## config.mk

```make
export PLATFORM = sky130hd
export DESIGN_NAME = rv_int_unit
export DESIGN_NICKNAME = d
export VERILOG_FILES = /design/src/rv_int_pkg.sv /design/src/rv_reg_file.sv /design/src/rv_decoder.sv /design/src/rv_alu.sv /design/src/rv_executor.sv /design/src/rv_writeback.sv /design/src/rv_int_unit.sv
export VERILOG_INCLUDE_DIRS = /design/src
export SDC_FILE = /design/constraint.sdc
export NUM_CORES = 2
export LEC_CHECK = 0
export BUFFER_PORTS_ARGS = -buffer_cell sky130_fd_sc_hd__buf_2
export CAP_MARGIN = 20
export CORE_ASPECT_RATIO = 1.75
export CORE_UTILIZATION = 50
export CTS_CLUSTER_DIAMETER = 30
export DETAILED_ROUTE_END_ITERATION = 16
export MAX_ROUTING_LAYER = met4
export PLACE_DENSITY = 0.71
export SYNTH_ARGS = -nofsm -noshare
export SYNTH_HDL_FRONTEND = slang
export SYNTH_SLANG_ARGS = --single-unit
```

## constraint.sdc

```tcl
create_clock -name clk -period 9.91 [get_ports clk]
set_input_delay 1.982 -clock clk [delete_from_list [all_inputs] [get_ports clk]]
set_output_delay 1.982 -clock clk [all_outputs]
set_load 0.02 [all_outputs]
```

## src/rv_int_consts.svh

```systemverilog
/* width and size constants for the rv32i integer path
   include in any file that sizes data, pc or register addresses */
`ifndef RV_INT_CONSTS_SVH
`define RV_INT_CONSTS_SVH

// data and pc width, one word
`define XLEN 32

// architectural register file
`define REG_COUNT 32
`define REG_ADDR_BITS 5

// shifts only look at the low bits of operand b
`define SHAMT_BITS 5

`endif

```

## src/rv_int_pkg.sv

```systemverilog
/* shared enum types of the rv32i integer path
   decoder, executor and alu import this package */
`default_nettype none

package rv_int_pkg;

	// major opcodes handled by the unit, instr[6:0]
	typedef enum logic [6:0] {
		lui    = 7'b0110111,
		auipc  = 7'b0010111,
		jal    = 7'b1101111,
		jalr   = 7'b1100111,
		branch = 7'b1100011,
		op_imm = 7'b0010011,
		op     = 7'b0110011
	} opcode_t;

	// alu operation codes, same numbering as the original alu block
	typedef enum logic [3:0] {
		alu_add    = 4'b0000,
		alu_sub    = 4'b0001,
		alu_sll    = 4'b0010,
		alu_slt    = 4'b0011,
		alu_sltu   = 4'b0100,
		alu_xor    = 4'b0101,
		alu_srl    = 4'b0110,
		alu_sra    = 4'b0111,
		alu_or     = 4'b1000,
		alu_and    = 4'b1001,
		alu_pass_b = 4'b1010
	} alu_op_t;

	// how the executor turns the alu outcome into a pc decision
	typedef enum logic [3:0] {
		br_none,
		br_eq,
		br_ne,
		br_lt,
		br_ge,
		br_ltu,
		br_geu,
		br_jump,
		br_jump_reg
	} branch_cond_t;

endpackage

`default_nettype wire

```

## src/rv_reg_file.sv

```systemverilog
/* 32 x 32 register file, two combinational read ports and one write port
   a write in the same cycle as a read of that address is passed straight through */
`timescale 1ns/1ps
`default_nettype none
`include "rv_int_consts.svh"

module rv_reg_file (
	input  wire                       clk,
	input  wire                       reset,
	input  wire [`REG_ADDR_BITS-1:0]  rs1_addr,
	input  wire [`REG_ADDR_BITS-1:0]  rs2_addr,
	output logic [`XLEN-1:0]          rs1_data,
	output logic [`XLEN-1:0]          rs2_data,
	input  wire                       wr_en,
	input  wire [`REG_ADDR_BITS-1:0]  wr_addr,
	input  wire [`XLEN-1:0]           wr_data
);

	logic [`XLEN-1:0] regs [`REG_COUNT];

	// x0 is never stored, so it keeps reading zero
	always_ff @(posedge clk) begin
		if (reset) begin
			for (int i = 0; i < `REG_COUNT; i++) begin
				regs[i] <= '0;
			end
		end else if (wr_en && wr_addr != '0) begin
			regs[wr_addr] <= wr_data;
		end
	end

	// read ports with write-through
	always_comb begin
		if (rs1_addr == '0)
			rs1_data = '0;
		else if (wr_en && wr_addr == rs1_addr)
			rs1_data = wr_data;
		else
			rs1_data = regs[rs1_addr];

		if (rs2_addr == '0)
			rs2_data = '0;
		else if (wr_en && wr_addr == rs2_addr)
			rs2_data = wr_data;
		else
			rs2_data = regs[rs2_addr];
	end

endmodule

`default_nettype wire

```

## src/rv_decoder.sv

```systemverilog
/* decode stage: splits the instruction, builds the immediate, reads the operands
   and registers it all for the executor on the edge that samples instr_valid */
`timescale 1ns/1ps
`default_nettype none
`include "rv_int_consts.svh"

module rv_decoder
	import rv_int_pkg::*;
(
	input  wire                       clk,
	input  wire                       reset,
	input  wire                       instr_valid,
	input  wire [31:0]                instr,
	input  wire [`XLEN-1:0]           pc,
	output logic [`REG_ADDR_BITS-1:0] rs1_addr,
	output logic [`REG_ADDR_BITS-1:0] rs2_addr,
	input  wire [`XLEN-1:0]           rs1_data,
	input  wire [`XLEN-1:0]           rs2_data,
	output logic                      d_valid,
	output logic [`REG_ADDR_BITS-1:0] d_rs1,
	output logic [`REG_ADDR_BITS-1:0] d_rs2,
	output logic [`REG_ADDR_BITS-1:0] d_rd,
	output logic [`XLEN-1:0]          d_rs1_data,
	output logic [`XLEN-1:0]          d_rs2_data,
	output logic [`XLEN-1:0]          d_imm,
	output logic [`XLEN-1:0]          d_pc,
	output alu_op_t                   d_alu_op,
	output logic                      d_use_imm,
	output logic                      d_use_pc,
	output branch_cond_t              d_branch,
	output logic                      d_illegal
);

	opcode_t          opcode;
	logic [2:0]       funct3;
	logic [6:0]       funct7;
	logic [`XLEN-1:0] imm_i;
	logic [`XLEN-1:0] imm_u;
	logic [`XLEN-1:0] imm_b;
	logic [`XLEN-1:0] imm_j;

	// decoded fields before the stage register
	logic [`REG_ADDR_BITS-1:0] rd;
	logic [`XLEN-1:0]          imm;
	alu_op_t                   alu_op;
	logic                      use_imm;
	logic                      use_pc;
	branch_cond_t              br;
	logic                      bad;

	assign opcode   = opcode_t'(instr[6:0]);
	assign funct3   = instr[14:12];
	assign funct7   = instr[31:25];
	assign rs1_addr = instr[19:15];
	assign rs2_addr = instr[24:20];

	// immediates, all sign extended from instr[31]
	assign imm_i = {{(`XLEN-12){instr[31]}}, instr[31:20]};
	assign imm_u = {instr[31:12], 12'b0};
	assign imm_b = {{(`XLEN-13){instr[31]}}, instr[31], instr[7], instr[30:25],
		instr[11:8], 1'b0};
	assign imm_j = {{(`XLEN-21){instr[31]}}, instr[31], instr[19:12], instr[20],
		instr[30:21], 1'b0};

	always_comb begin
		rd      = instr[11:7];
		imm     = imm_i;
		alu_op  = alu_add;
		use_imm = 1'b1;
		use_pc  = 1'b0;
		br      = br_none;
		bad     = 1'b0;
		case (opcode)
			lui: begin
				imm    = imm_u;
				alu_op = alu_pass_b;
			end
			auipc: begin
				imm    = imm_u;
				use_pc = 1'b1;
			end
			// jal target comes out of the alu as pc + imm
			jal: begin
				imm    = imm_j;
				use_pc = 1'b1;
				br     = br_jump;
			end
			// jalr target is rs1 + imm
			jalr: begin
				br  = br_jump_reg;
				bad = (funct3 != 3'b000);
			end
			// compare rs1 against rs2, target built in the executor
			branch: begin
				rd      = '0;
				imm     = imm_b;
				use_imm = 1'b0;
				case (funct3)
					3'b000: begin
						alu_op = alu_sub;
						br     = br_eq;
					end
					3'b001: begin
						alu_op = alu_sub;
						br     = br_ne;
					end
					3'b100: begin
						alu_op = alu_slt;
						br     = br_lt;
					end
					3'b101: begin
						alu_op = alu_slt;
						br     = br_ge;
					end
					3'b110: begin
						alu_op = alu_sltu;
						br     = br_ltu;
					end
					3'b111: begin
						alu_op = alu_sltu;
						br     = br_geu;
					end
					default: bad = 1'b1;
				endcase
			end
			op_imm: begin
				case (funct3)
					3'b000: alu_op = alu_add;
					3'b010: alu_op = alu_slt;
					3'b011: alu_op = alu_sltu;
					3'b100: alu_op = alu_xor;
					3'b110: alu_op = alu_or;
					3'b111: alu_op = alu_and;
					3'b001: begin
						alu_op = alu_sll;
						bad    = (funct7 != 7'b0000000);
					end
					// imm[10] picks the arithmetic shift
					default: begin
						alu_op = (funct7[5]) ? alu_sra : alu_srl;
						bad    = (funct7 != 7'b0000000 && funct7 != 7'b0100000);
					end
				endcase
			end
			op: begin
				use_imm = 1'b0;
				if (funct7 == 7'b0000000) begin
					case (funct3)
						3'b000: alu_op = alu_add;
						3'b001: alu_op = alu_sll;
						3'b010: alu_op = alu_slt;
						3'b011: alu_op = alu_sltu;
						3'b100: alu_op = alu_xor;
						3'b101: alu_op = alu_srl;
						3'b110: alu_op = alu_or;
						default: alu_op = alu_and;
					endcase
				end else if (funct7 == 7'b0100000 && funct3 == 3'b000) begin
					alu_op = alu_sub;
				end else if (funct7 == 7'b0100000 && funct3 == 3'b101) begin
					alu_op = alu_sra;
				end else begin
					bad = 1'b1;
				end
			end
			default: bad = 1'b1;
		endcase
		// illegal instructions write nothing and never redirect
		if (bad) begin
			rd = '0;
			br = br_none;
		end
	end

	// control state
	always_ff @(posedge clk) begin
		if (reset) begin
			d_valid   <= 1'b0;
			d_illegal <= 1'b0;
		end else begin
			d_valid   <= instr_valid;
			d_illegal <= instr_valid & bad;
		end
	end

	// payload, loaded every cycle and qualified by d_valid downstream
	always_ff @(posedge clk) begin
		d_rs1      <= rs1_addr;
		d_rs2      <= rs2_addr;
		d_rd       <= rd;
		d_rs1_data <= rs1_data;
		d_rs2_data <= rs2_data;
		d_imm      <= imm;
		d_pc       <= pc;
		d_alu_op   <= alu_op;
		d_use_imm  <= use_imm;
		d_use_pc   <= use_pc;
		d_branch   <= br;
	end

endmodule

`default_nettype wire

```

## src/rv_alu.sv

```systemverilog
/* combinational alu for the rv32i integer ops
   shifts use the low five bits of src2, slt/sltu give 0 or 1 */
`timescale 1ns/1ps
`default_nettype none
`include "rv_int_consts.svh"

module rv_alu
	import rv_int_pkg::*;
(
	input  wire [`XLEN-1:0]  src1,
	input  wire [`XLEN-1:0]  src2,
	input  alu_op_t          alu_control,
	output logic [`XLEN-1:0] result,
	output logic             zero
);

	logic signed [`XLEN-1:0] signed_a;
	logic signed [`XLEN-1:0] signed_b;
	logic [`SHAMT_BITS-1:0]  shamt;
	logic [`XLEN-1:0]        diff;

	assign signed_a = src1;
	assign signed_b = src2;
	assign shamt    = src2[`SHAMT_BITS-1:0];

	// shared subtractor for sub and the equality compare
	assign diff = src1 - src2;

	always_comb begin
		case (alu_control)
			alu_add:    result = src1 + src2;
			alu_sub:    result = diff;
			alu_sll:    result = src1 << shamt;
			alu_slt:    result = {{(`XLEN-1){1'b0}}, signed_a < signed_b};
			alu_sltu:   result = {{(`XLEN-1){1'b0}}, src1 < src2};
			alu_xor:    result = src1 ^ src2;
			alu_srl:    result = src1 >> shamt;
			// sign bit fills from the left
			alu_sra:    result = signed_a >>> shamt;
			alu_or:     result = src1 | src2;
			alu_and:    result = src1 & src2;
			alu_pass_b: result = src2;
			default:    result = '0;
		endcase
	end

	// beq/bne read this after a sub
	assign zero = (result == '0);

endmodule

`default_nettype wire

```

## src/rv_executor.sv

```systemverilog
/* execute stage: forwards operands, runs the alu, resolves branches and jumps
   and registers the outcome for the writeback stage */
`timescale 1ns/1ps
`default_nettype none
`include "rv_int_consts.svh"

module rv_executor
	import rv_int_pkg::*;
(
	input  wire                       clk,
	input  wire                       reset,
	input  wire                       d_valid,
	input  wire [`REG_ADDR_BITS-1:0]  d_rs1,
	input  wire [`REG_ADDR_BITS-1:0]  d_rs2,
	input  wire [`REG_ADDR_BITS-1:0]  d_rd,
	input  wire [`XLEN-1:0]           d_rs1_data,
	input  wire [`XLEN-1:0]           d_rs2_data,
	input  wire [`XLEN-1:0]           d_imm,
	input  wire [`XLEN-1:0]           d_pc,
	input  alu_op_t                   d_alu_op,
	input  wire                       d_use_imm,
	input  wire                       d_use_pc,
	input  branch_cond_t              d_branch,
	input  wire                       d_illegal,
	input  wire                       wb_valid,
	input  wire [`REG_ADDR_BITS-1:0]  wb_rd,
	input  wire [`XLEN-1:0]           wb_data,
	output logic                      e_valid,
	output logic [`REG_ADDR_BITS-1:0] e_rd,
	output logic [`XLEN-1:0]          e_result,
	output logic [`XLEN-1:0]          e_next_pc,
	output logic                      e_taken,
	output logic                      e_illegal
);

	logic [`XLEN-1:0] rs1_val;
	logic [`XLEN-1:0] rs2_val;
	logic [`XLEN-1:0] src1;
	logic [`XLEN-1:0] src2;
	logic [`XLEN-1:0] alu_result;
	logic             alu_zero;
	logic [`XLEN-1:0] pc_plus4;
	logic [`XLEN-1:0] target;
	logic             taken;
	logic             is_jump;
	logic             fwd_e1;
	logic             fwd_e2;
	logic             fwd_w1;
	logic             fwd_w2;

	// newest value first: previous instruction, then the one before it
	// rd is zero for x0, branches and illegal ops, so those never match
	assign fwd_e1 = e_valid && e_rd != '0 && e_rd == d_rs1;
	assign fwd_e2 = e_valid && e_rd != '0 && e_rd == d_rs2;
	assign fwd_w1 = wb_valid && wb_rd != '0 && wb_rd == d_rs1;
	assign fwd_w2 = wb_valid && wb_rd != '0 && wb_rd == d_rs2;

	assign rs1_val = fwd_e1 ? e_result : (fwd_w1 ? wb_data : d_rs1_data);
	assign rs2_val = fwd_e2 ? e_result : (fwd_w2 ? wb_data : d_rs2_data);

	assign src1 = d_use_pc  ? d_pc  : rs1_val;
	assign src2 = d_use_imm ? d_imm : rs2_val;

	rv_alu u_alu (
		.src1        (src1),
		.src2        (src2),
		.alu_control (d_alu_op),
		.result      (alu_result),
		.zero        (alu_zero)
	);

	assign pc_plus4 = d_pc + `XLEN'd4;
	assign is_jump  = (d_branch == br_jump) || (d_branch == br_jump_reg);

	// jalr drops bit 0 of rs1 + imm, everything else targets pc + imm
	assign target = (d_branch == br_jump_reg) ? {alu_result[`XLEN-1:1], 1'b0}
		: d_pc + d_imm;

	always_comb begin
		case (d_branch)
			br_eq:       taken = alu_zero;
			br_ne:       taken = !alu_zero;
			br_lt:       taken = alu_result[0];
			br_ge:       taken = !alu_result[0];
			br_ltu:      taken = alu_result[0];
			br_geu:      taken = !alu_result[0];
			br_jump:     taken = 1'b1;
			br_jump_reg: taken = 1'b1;
			default:     taken = 1'b0;
		endcase
	end

	always_ff @(posedge clk) begin
		if (reset) begin
			e_valid   <= 1'b0;
			e_taken   <= 1'b0;
			e_illegal <= 1'b0;
		end else begin
			e_valid   <= d_valid;
			e_taken   <= d_valid & taken;
			e_illegal <= d_valid & d_illegal;
		end
	end

	// jumps link pc + 4, conditional branches and illegal ops report zero
	always_ff @(posedge clk) begin
		e_rd      <= d_rd;
		e_next_pc <= taken ? target : pc_plus4;
		if (is_jump)
			e_result <= pc_plus4;
		else if (d_illegal || d_branch != br_none)
			e_result <= '0;
		else
			e_result <= alu_result;
	end

endmodule

`default_nettype wire

```

## src/rv_writeback.sv

```systemverilog
/* result stage: registers the execute outcome onto the external outputs
   and drives the register file write port from those registers */
`timescale 1ns/1ps
`default_nettype none
`include "rv_int_consts.svh"

module rv_writeback (
	input  wire                       clk,
	input  wire                       reset,
	input  wire                       e_valid,
	input  wire [`REG_ADDR_BITS-1:0]  e_rd,
	input  wire [`XLEN-1:0]           e_result,
	input  wire [`XLEN-1:0]           e_next_pc,
	input  wire                       e_taken,
	input  wire                       e_illegal,
	output logic                      wb_valid,
	output logic [`REG_ADDR_BITS-1:0] wb_rd,
	output logic [`XLEN-1:0]          wb_data,
	output logic [`XLEN-1:0]          next_pc,
	output logic                      branch_taken,
	output logic                      illegal,
	output logic                      wr_en,
	output logic [`REG_ADDR_BITS-1:0] wr_addr,
	output logic [`XLEN-1:0]          wr_data
);

	always_ff @(posedge clk) begin
		if (reset) begin
			wb_valid     <= 1'b0;
			branch_taken <= 1'b0;
			illegal      <= 1'b0;
		end else begin
			wb_valid     <= e_valid;
			branch_taken <= e_taken;
			illegal      <= e_illegal;
		end
	end

	always_ff @(posedge clk) begin
		wb_rd   <= e_rd;
		wb_data <= e_result;
		next_pc <= e_next_pc;
	end

	// register file takes the write on the edge after wb_valid rises
	assign wr_en   = wb_valid && !illegal && wb_rd != '0;
	assign wr_addr = wb_rd;
	assign wr_data = wb_data;

endmodule

`default_nettype wire

```

## src/rv_int_unit.sv

```systemverilog
/* top of the rv32i integer path: decode, execute and result stages
   around the register file; one instruction may enter per cycle */
`timescale 1ns/1ps
`default_nettype none
`include "rv_int_consts.svh"

module rv_int_unit
	import rv_int_pkg::*;
(
	input  wire                       clk,
	input  wire                       reset,
	input  wire                       instr_valid,
	input  wire [31:0]                instr,
	input  wire [`XLEN-1:0]           pc,
	output logic                      wb_valid,
	output logic [`REG_ADDR_BITS-1:0] wb_rd,
	output logic [`XLEN-1:0]          wb_data,
	output logic [`XLEN-1:0]          next_pc,
	output logic                      branch_taken,
	output logic                      illegal
);

	// register file ports
	logic [`REG_ADDR_BITS-1:0] rs1_addr;
	logic [`REG_ADDR_BITS-1:0] rs2_addr;
	logic [`XLEN-1:0]          rs1_data;
	logic [`XLEN-1:0]          rs2_data;
	logic                      wr_en;
	logic [`REG_ADDR_BITS-1:0] wr_addr;
	logic [`XLEN-1:0]          wr_data;

	// decode to execute
	logic                      d_valid;
	logic [`REG_ADDR_BITS-1:0] d_rs1;
	logic [`REG_ADDR_BITS-1:0] d_rs2;
	logic [`REG_ADDR_BITS-1:0] d_rd;
	logic [`XLEN-1:0]          d_rs1_data;
	logic [`XLEN-1:0]          d_rs2_data;
	logic [`XLEN-1:0]          d_imm;
	logic [`XLEN-1:0]          d_pc;
	alu_op_t                   d_alu_op;
	logic                      d_use_imm;
	logic                      d_use_pc;
	branch_cond_t              d_branch;
	logic                      d_illegal;

	// execute to writeback
	logic                      e_valid;
	logic [`REG_ADDR_BITS-1:0] e_rd;
	logic [`XLEN-1:0]          e_result;
	logic [`XLEN-1:0]          e_next_pc;
	logic                      e_taken;
	logic                      e_illegal;

	rv_decoder u_decoder (
		.clk         (clk),
		.reset       (reset),
		.instr_valid (instr_valid),
		.instr       (instr),
		.pc          (pc),
		.rs1_addr    (rs1_addr),
		.rs2_addr    (rs2_addr),
		.rs1_data    (rs1_data),
		.rs2_data    (rs2_data),
		.d_valid     (d_valid),
		.d_rs1       (d_rs1),
		.d_rs2       (d_rs2),
		.d_rd        (d_rd),
		.d_rs1_data  (d_rs1_data),
		.d_rs2_data  (d_rs2_data),
		.d_imm       (d_imm),
		.d_pc        (d_pc),
		.d_alu_op    (d_alu_op),
		.d_use_imm   (d_use_imm),
		.d_use_pc    (d_use_pc),
		.d_branch    (d_branch),
		.d_illegal   (d_illegal)
	);

	rv_reg_file u_reg_file (
		.clk      (clk),
		.reset    (reset),
		.rs1_addr (rs1_addr),
		.rs2_addr (rs2_addr),
		.rs1_data (rs1_data),
		.rs2_data (rs2_data),
		.wr_en    (wr_en),
		.wr_addr  (wr_addr),
		.wr_data  (wr_data)
	);

	// forwarding taps come back from the writeback outputs
	rv_executor u_executor (
		.clk        (clk),
		.reset      (reset),
		.d_valid    (d_valid),
		.d_rs1      (d_rs1),
		.d_rs2      (d_rs2),
		.d_rd       (d_rd),
		.d_rs1_data (d_rs1_data),
		.d_rs2_data (d_rs2_data),
		.d_imm      (d_imm),
		.d_pc       (d_pc),
		.d_alu_op   (d_alu_op),
		.d_use_imm  (d_use_imm),
		.d_use_pc   (d_use_pc),
		.d_branch   (d_branch),
		.d_illegal  (d_illegal),
		.wb_valid   (wb_valid),
		.wb_rd      (wb_rd),
		.wb_data    (wb_data),
		.e_valid    (e_valid),
		.e_rd       (e_rd),
		.e_result   (e_result),
		.e_next_pc  (e_next_pc),
		.e_taken    (e_taken),
		.e_illegal  (e_illegal)
	);

	rv_writeback u_writeback (
		.clk          (clk),
		.reset        (reset),
		.e_valid      (e_valid),
		.e_rd         (e_rd),
		.e_result     (e_result),
		.e_next_pc    (e_next_pc),
		.e_taken      (e_taken),
		.e_illegal    (e_illegal),
		.wb_valid     (wb_valid),
		.wb_rd        (wb_rd),
		.wb_data      (wb_data),
		.next_pc      (next_pc),
		.branch_taken (branch_taken),
		.illegal      (illegal),
		.wr_en        (wr_en),
		.wr_addr      (wr_addr),
		.wr_data      (wr_data)
	);

endmodule

`default_nettype wire

```

Word level (Yosys, flattened, before mapping)
Memory sizes are Yosys's and may differ from the RTL's.
Index checks and enable logic that the tools add are counted.
W data, S select, Z words.
{"block": "word_totals", "regBits": 299, "mem_bits_rw": 1024, "input_bits": 67, "output_inout_bits": 72, "wordCells": 166, "n_memories": 1}
{"memory": "u_reg_file.regs", "depth": 32, "width": 32, "read_ports": 2, "rd_clocked_by_memory_dff": 0, "write_ports": 32, "line_no": "rv_reg_file.sv:19", "rtl": "logic [`XLEN-1:0] regs [`REG_COUNT];"}
{"block": "classes", "n_addsub": 4, "n_lt_le_gt_ge": 2, "eq_ne": 40, "shifts": 3, "muxes": 41, "bitwise_logic": 6, "reduce_logical": 44}
{"operator": "$mux W32", "n": 13}
{"operator": "$pmux W32 S11", "n": 1}
{"operator": "$pmux W31 S3", "n": 1}
{"operator": "$add A32 B32 Y32", "n": 2}
{"operator": "$lt A32 B32 Y1", "n": 2}
{"operator": "$pmux W4 S7", "n": 2}
{"operator": "$add A32 B3 Y32 const B", "n": 1}
{"operator": "$and A32 B32 Y32", "n": 1}
{"operator": "$eq A4 B3 Y1 const B", "n": 8}
{"operator": "$logic_not A32 Y1", "n": 1}
{"operator": "$or A32 B32 Y32", "n": 1}
{"operator": "$reduce_or A32 Y1", "n": 1}
{"operator": "$shl A32 B5 Y32", "n": 1}
{"operator": "$shr A32 B5 Y32", "n": 1}
{"operator": "$sshr A32 B5 Y32", "n": 1}
{"operator": "$sub A32 B32 Y32", "n": 1}
{"operator": "$xor A32 B32 Y32", "n": 1}
{"operator": "$eq A5 B5 Y1", "n": 6}
{"operator": "$eq A7 B6 Y1 const B", "n": 3}
{"operator": "$eq A7 B7 Y1 const B", "n": 3}
{"operator": "$reduce_or A2 Y1", "n": 10}
{"operator": "$pmux W3 S6", "n": 1}
{"operator": "$eq A4 B2 Y1 const B", "n": 4}
{"operator": "$eq A4 B4 Y1 const B", "n": 4}
{"operator": "29 further kinds", "n": 70}

Logic depth before layout (Yosys ltp)
{"block": "logic_depth", "depth_word": 12, "mapped_depth": 33, "depth_no_buf": 25}

Cells and area by module
From an unflattened synthesis, not the netlist that was laid out.
{"block": "unflattened", "cells_unflattened": 6602, "area_unflattened_um2": 77755.8}
{"module": "rv_reg_file", "n_inst": 1, "cells_each": 3740, "area_each_um2": 54722.5}
{"module": "rv_alu", "n_inst": 1, "cells_each": 1474, "area_each_um2": 10348.7}
{"module": "rv_executor", "n_inst": 1, "cells_each": 979, "area_each_um2": 6955.4}
{"module": "rv_decoder", "n_inst": 1, "cells_each": 293, "area_each_um2": 3958.8}
{"module": "rv_writeback", "n_inst": 1, "cells_each": 116, "area_each_um2": 1770.4}

Worst setup path before layout
No wires, ideal clock.
{"block": "synth_path", "path_kind": "register to register", "from": "register u_writeback.wb_rd[0]", "to": "register u_executor.e_next_pc[28]", "setup_time_ps": 123, "arrival_ps": 8219, "slack_ps": 1568, "stages_incl_launch_ff": 32, "period_less_slack_ps": 8342, "path_cell_list": "dfxtp_1 > buf_6 > xor2_1 > or4_1 > buf_2 > nor2_1 > clkbuf_1 > buf_1 > mux2i_1 > a211oi_1 > a21oi_1 > inv_1 > ha_1 > clkbuf_1 > a21o_1 > a221oi_1 > o21ai_0 > a211o_1 > o31ai_1 > o31ai_1 > a2111oi_0 > o21bai_1 > a221o_1 > a221oi_1 > nand2_1 > or4b_2 > clkbuf_1 > or2_1 > clkbuf_1 > clkbuf_1 > a221oi_1 > nor2_1"}
{"block": "synth_via", "elab_chain_len": 12}
{"item": "start: declaration", "line_no": "rv_writeback.sv:17", "rtl": "output logic [`REG_ADDR_BITS-1:0] wb_rd,"}
{"item": "start signal: assignment", "line_no": "rv_writeback.sv:40", "rtl": "wb_rd <= e_rd;"}
{"item": "$reduce_bool A5 Y1", "line_no": "rv_executor.sv:55, rv_executor.sv:56"}
{"item": "$logic_and A1 B1 Y1", "line_no": "rv_executor.sv:55, rv_executor.sv:56"}
{"item": "$logic_and A1 B1 Y1 (on tied branches)", "line_no": "rv_executor.sv:55, rv_executor.sv:56"}
{"item": "$mux W32 (on tied branches) (2 in series)", "line_no": "rv_executor.sv:58, rv_executor.sv:59"}
{"item": "$mux W32 (on tied branches)", "line_no": "rv_executor.sv:61, rv_executor.sv:62"}
{"item": "$sub A32 B32 Y32, or another cell as far along", "line_no": "rv_alu.sv:27", "rtl": "assign diff = src1 - src2;"}
{"item": "$pmux W32 S11 (*)", "line_no": "rv_alu.sv:30", "rtl": "case (alu_control)"}
{"item": "$logic_not A32 Y1", "line_no": "rv_alu.sv:48", "rtl": "assign zero = (result == '0);"}
{"item": "$logic_not A1 Y1", "line_no": "rv_executor.sv:82", "rtl": "br_ne: taken = !alu_zero;"}
{"item": "$pmux W1 S5", "line_no": "rv_executor.sv:80", "rtl": "case (d_branch)"}
{"item": "$mux W32 (*)", "line_no": "rv_executor.sv:108", "rtl": "e_next_pc <= taken ? target : pc_plus4;"}
{"item": "end signal: assignment", "line_no": "rv_executor.sv:108"}
{"item": "end: declaration", "line_no": "rv_executor.sv:31", "rtl": "output logic [`XLEN-1:0] e_next_pc,"}
Every way passes the cells marked *; elsewhere a longest branch is shown, timed or not.
A chain may end at the register's enable or synchronous reset.

Worst setup path in the final report
{"block": "layout_path", "from": "register u_writeback.wb_rd[2]", "to": "register u_executor.e_next_pc[0]"}
{"block": "layout_via", "elab_chain_len": 12}
{"item": "$reduce_bool A5 Y1", "line_no": "rv_executor.sv:55, rv_executor.sv:56"}
{"item": "$logic_and A1 B1 Y1", "line_no": "rv_executor.sv:55, rv_executor.sv:56"}
{"item": "$logic_and A1 B1 Y1 (on tied branches)", "line_no": "rv_executor.sv:55, rv_executor.sv:56"}
{"item": "$mux W32 (on tied branches) (2 in series)", "line_no": "rv_executor.sv:58, rv_executor.sv:59"}
{"item": "$mux W32 (on tied branches)", "line_no": "rv_executor.sv:61, rv_executor.sv:62"}
{"item": "$sub A32 B32 Y32, or another cell as far along", "line_no": "rv_alu.sv:27"}
{"item": "$pmux W32 S11 (*)", "line_no": "rv_alu.sv:30"}
{"item": "$logic_not A32 Y1", "line_no": "rv_alu.sv:48"}
{"item": "$logic_not A1 Y1", "line_no": "rv_executor.sv:82"}
{"item": "$pmux W1 S5 (*)", "line_no": "rv_executor.sv:80"}
{"item": "$mux W32 (*)", "line_no": "rv_executor.sv:108"}
Marks and branches as above.

==> flow_metrics.env <==
export IMPL_syn_avg_cell_area_sq_um=12.4
export IMPL_core_area_sq_um=153000
export IMPL_wl_microns=339000
export IMPL_antenna_found_initial=39
export IMPL_nNetsFinal=6529
export IMPL_cap_viol_max_count=0
export IMPL_grt_pass1_vias=60600
export IMPL_ant_nets=0
export IMPL_fillerInstances=12200
export IMPL_drtIter0Drc=7998
export IMPL_clock_skew_ns=0.0735
export IMPL_viasPerCell=7.06
export IMPL_rsz0062_at_grt="no"
export IMPL_power_density_nw_per_um2=197
export IMPL_cts_path_max_buffers=4
export IMPL_worstPathRequired_ns=10.62
export IMPL_htreeDepth=4
export IMPL_synth_cell_types=98
export IMPL_slowest_delay_ns=0.77
export IMPL_synth_top_area_frac=0.399
export IMPL_synth_largest_area_cell="edfxtp_1"
export IMPL_grtUsageTotal=0.452
export IMPL_tns_ns=0
export IMPL_finalSetupViolCount=0
export IMPL_die_area_sq_um=156000
export IMPL_synthMostInstantiatedCell="and2_1"
export IMPL_synth_enable_flop_cells=1024
export IMPL_post_cts_buffers=0
export IMPL_yosys_top_cells_area="edfxtp_1, mux4_2, and2_1"
export IMPL_crit_path_end_kind="flop"
export IMPL_total_power_uw=17400
export IMPL_start_util=0.504
export IMPL_io_buffers=138
export IMPL_drive_gt1_frac=0.247
export IMPL_worst_slew_pin_slew_ns=1.53
export IMPL_finalHoldViolCount=0
export IMPL_path_clk_slew_ns=0.06
export IMPL_grt_pass1_wl_microns=470000
export IMPL_cts_hold_buf=0
export IMPL_violations="slew limit"
export IMPL_wire_per_inst_microns=39.6
export IMPL_hold_class="reg2reg"
export IMPL_timing_fmax_ghz=0.109
export IMPL_ys_flop_type="edfxtp_1"
export IMPL_fp_dieW_microns=299
export IMPL_grt_max_degree=120
export IMPL_path_common_cell="buf_4"
export IMPL_yosysSeqAreaShare=0.477
export IMPL_relSlewSlack=-0.0196
export IMPL_outcome="complete, but fails checks"
export IMPL_vdd_drop_max_mv=0.169
export IMPL_pin_count=139
export IMPL_hold_slack_ns=0.323
export IMPL_routabilityCongestion=1.19
export IMPL_synthArstFlopShare=0
export IMPL_min_period_ns=9.18
export IMPL_drt_first_pass_iters=6
export IMPL_cts_root_buffer="clkbuf_16"
export IMPL_cts_buffers=205
export IMPL_dp_hpwl_microns=231000
export IMPL_slowest_stage="or4b_2"
export IMPL_crit_path_max_fanout=16
export IMPL_area_delta_synth_final_pct=14.6
export IMPL_maxSlewViolCount=1
export IMPL_die_y_microns=521
export IMPL_grt_overflow=0
export IMPL_remaining_drc_errors=0
export IMPL_syn_inst=6237
export IMPL_insertion_delay_ns=0.89
export IMPL_p_leak_uw=0.0328
export IMPL_crit_arrival_ns=9.89
export IMPL_post_route_period_util=0.926
export IMPL_cts_tree="yes"
export IMPL_postCtsResizedCells=0
export IMPL_syn_cell_area_sq_um=77100
export IMPL_clock_sinks=1323
export IMPL_synth_seq_cells=1323
export IMPL_ys_warn_count=0
export IMPL_yosys_top_cells_count="and2_1, edfxtp_1, mux4_2"
export IMPL_final_util=0.577
export IMPL_vias=60400
export IMPL_cp_start_kind="flop"
export IMPL_crit_type="reg2reg"
export IMPL_rows=190
-- stage by stage --
step                std cells  setup WS, ns  area, sq um
floorplan                6268          1.57        77200
global placement         8117          1.15        80800
detailed placement       8118         0.963        80900
CTS                      8492         0.930        87900
global route             8550         0.133        88400
finish                   8553         0.734        88400
-- worst paths after layout --
kind,cells after the start,slack (ns),startpoint,endpoint
worst min-delay path,0,0.32,u_executor.e_next_pc[23],u_writeback.next_pc[23]
worst min register to register,0,0.32,u_executor.e_next_pc[23],u_writeback.next_pc[23]
worst max-delay path,26,0.73,u_writeback.wb_rd[2],u_executor.e_next_pc[0]
worst max register to register,26,0.73,u_writeback.wb_rd[2],u_executor.e_next_pc[0]
-- kinds of logic (layout without fill, tap and decap cells) --
group | Yosys count | in the layout | synth area share
AO/OA/AOI/OAI | 1142 | 1142 | 0.104
XOR/XNOR | 95 | 95 | 0.0108
adder cells (fa/ha/maj) | 132 | 132 | 0.0217
buffers and inverters | 710 | 939 | 0.0361
flip-flops | 1323 | 1323 | 0.477
multiplexers | 772 | 772 | 0.205
other | 1 | 72 | 0.0000486
AND/OR/NAND/NOR | 2062 | 2062 | 0.146
-- routing by layer --
metal,vias up,GRT usage,wire (microns)
met3,1773,0.148,33100
li1,24200,-,-
met1,30100,0.420,99600
met2,4394,0.719,164000
met5,-,-,0
met4,0,0.446,41800
-- power breakdown --
part	switching, uW	leakage [uW]	internal, uW	total [uW]
clock network	2840	0.00338	4580	7410
logic	2340	0.0164	1110	3440
registers	261	0.0130	6280	6540
total	5430	0.0328	12000	17400
-- layout make-up --
cell class | instances | area, sq um | area share
Inverter | 116 | 435 | 0.00493
Tap cell | 2016 | 2520 | 0.0285
Antenna cell | 40 | 100 | 0.00113
Clock buffer | 237 | 5460 | 0.0618
Timing Repair Buffer | 449 | 3340 | 0.0378
Clock inverter | 137 | 1580 | 0.0179
Sequential cell | 1323 | 36700 | 0.416
Multi-Input combinational cell | 4235 | 38200 | 0.432
-- state kept, by name, indices dropped and copies added (netlist names), 4 cells and up --
name and count:
u_decoder.d_alu_op 4, u_decoder.d_branch 4, u_decoder.d_imm 32, u_decoder.d_pc 32
u_decoder.d_rd 5, u_decoder.d_rs1 5, u_decoder.d_rs1_data 32, u_decoder.d_rs2 5
u_decoder.d_rs2_data 32, u_executor.e_next_pc 32, u_executor.e_rd 5, u_executor.e_result 32
u_reg_file.regs 1024, u_writeback.next_pc 32, u_writeback.wb_data 32, u_writeback.wb_rd 5
-- critical path, delay by kind of cell, from the launching register on --
family	cells	cell delay, ns
DFF	1	0.67
xor gates and xnor gates	1	0.21
muxes	1	0.41
buffers and inverters	5	1.11
AOI/OAI and AO/OA	12	3.90
adders and majority gates	1	0.44
and+or+nand+nor	6	2.30
-- layout by cell type (no fill, tap or decap), types with 38 or more instances in the layout --
cell / netlist / routed
and2_1: 1030 / 1030
edfxtp_1: 1024 / 1024
mux4_2: 642 / 642
nor2_1: 348 / 305
dfxtp_1: 299 / 297
buf_4: 7 / 287
a21oi_1: 226 / 226
nand2_1: 216 / 215
clkbuf_16: 0 / 212
a211oi_1: 192 / 191
o21ai_0: 184 / 182
buf_2: 31 / 131
ha_1: 129 / 129
mux2i_1: 125 / 125
inv_1: 112 / 112
nor3_1: 114 / 110
nand3_1: 111 / 109
o211ai_1: 55 / 55
or2_2: 53 / 53
xnor2_1: 52 / 52
o22ai_1: 48 / 47
a21o_1: 45 / 45
xor2_1: 43 / 43
and3_1: 43 / 43
o221ai_1: 42 / 41
diode_2: 0 / 40
a221oi_1: 39 / 39
nor2_4: 0 / 38
Note: power is estimated with default switching activity, not from simulation.
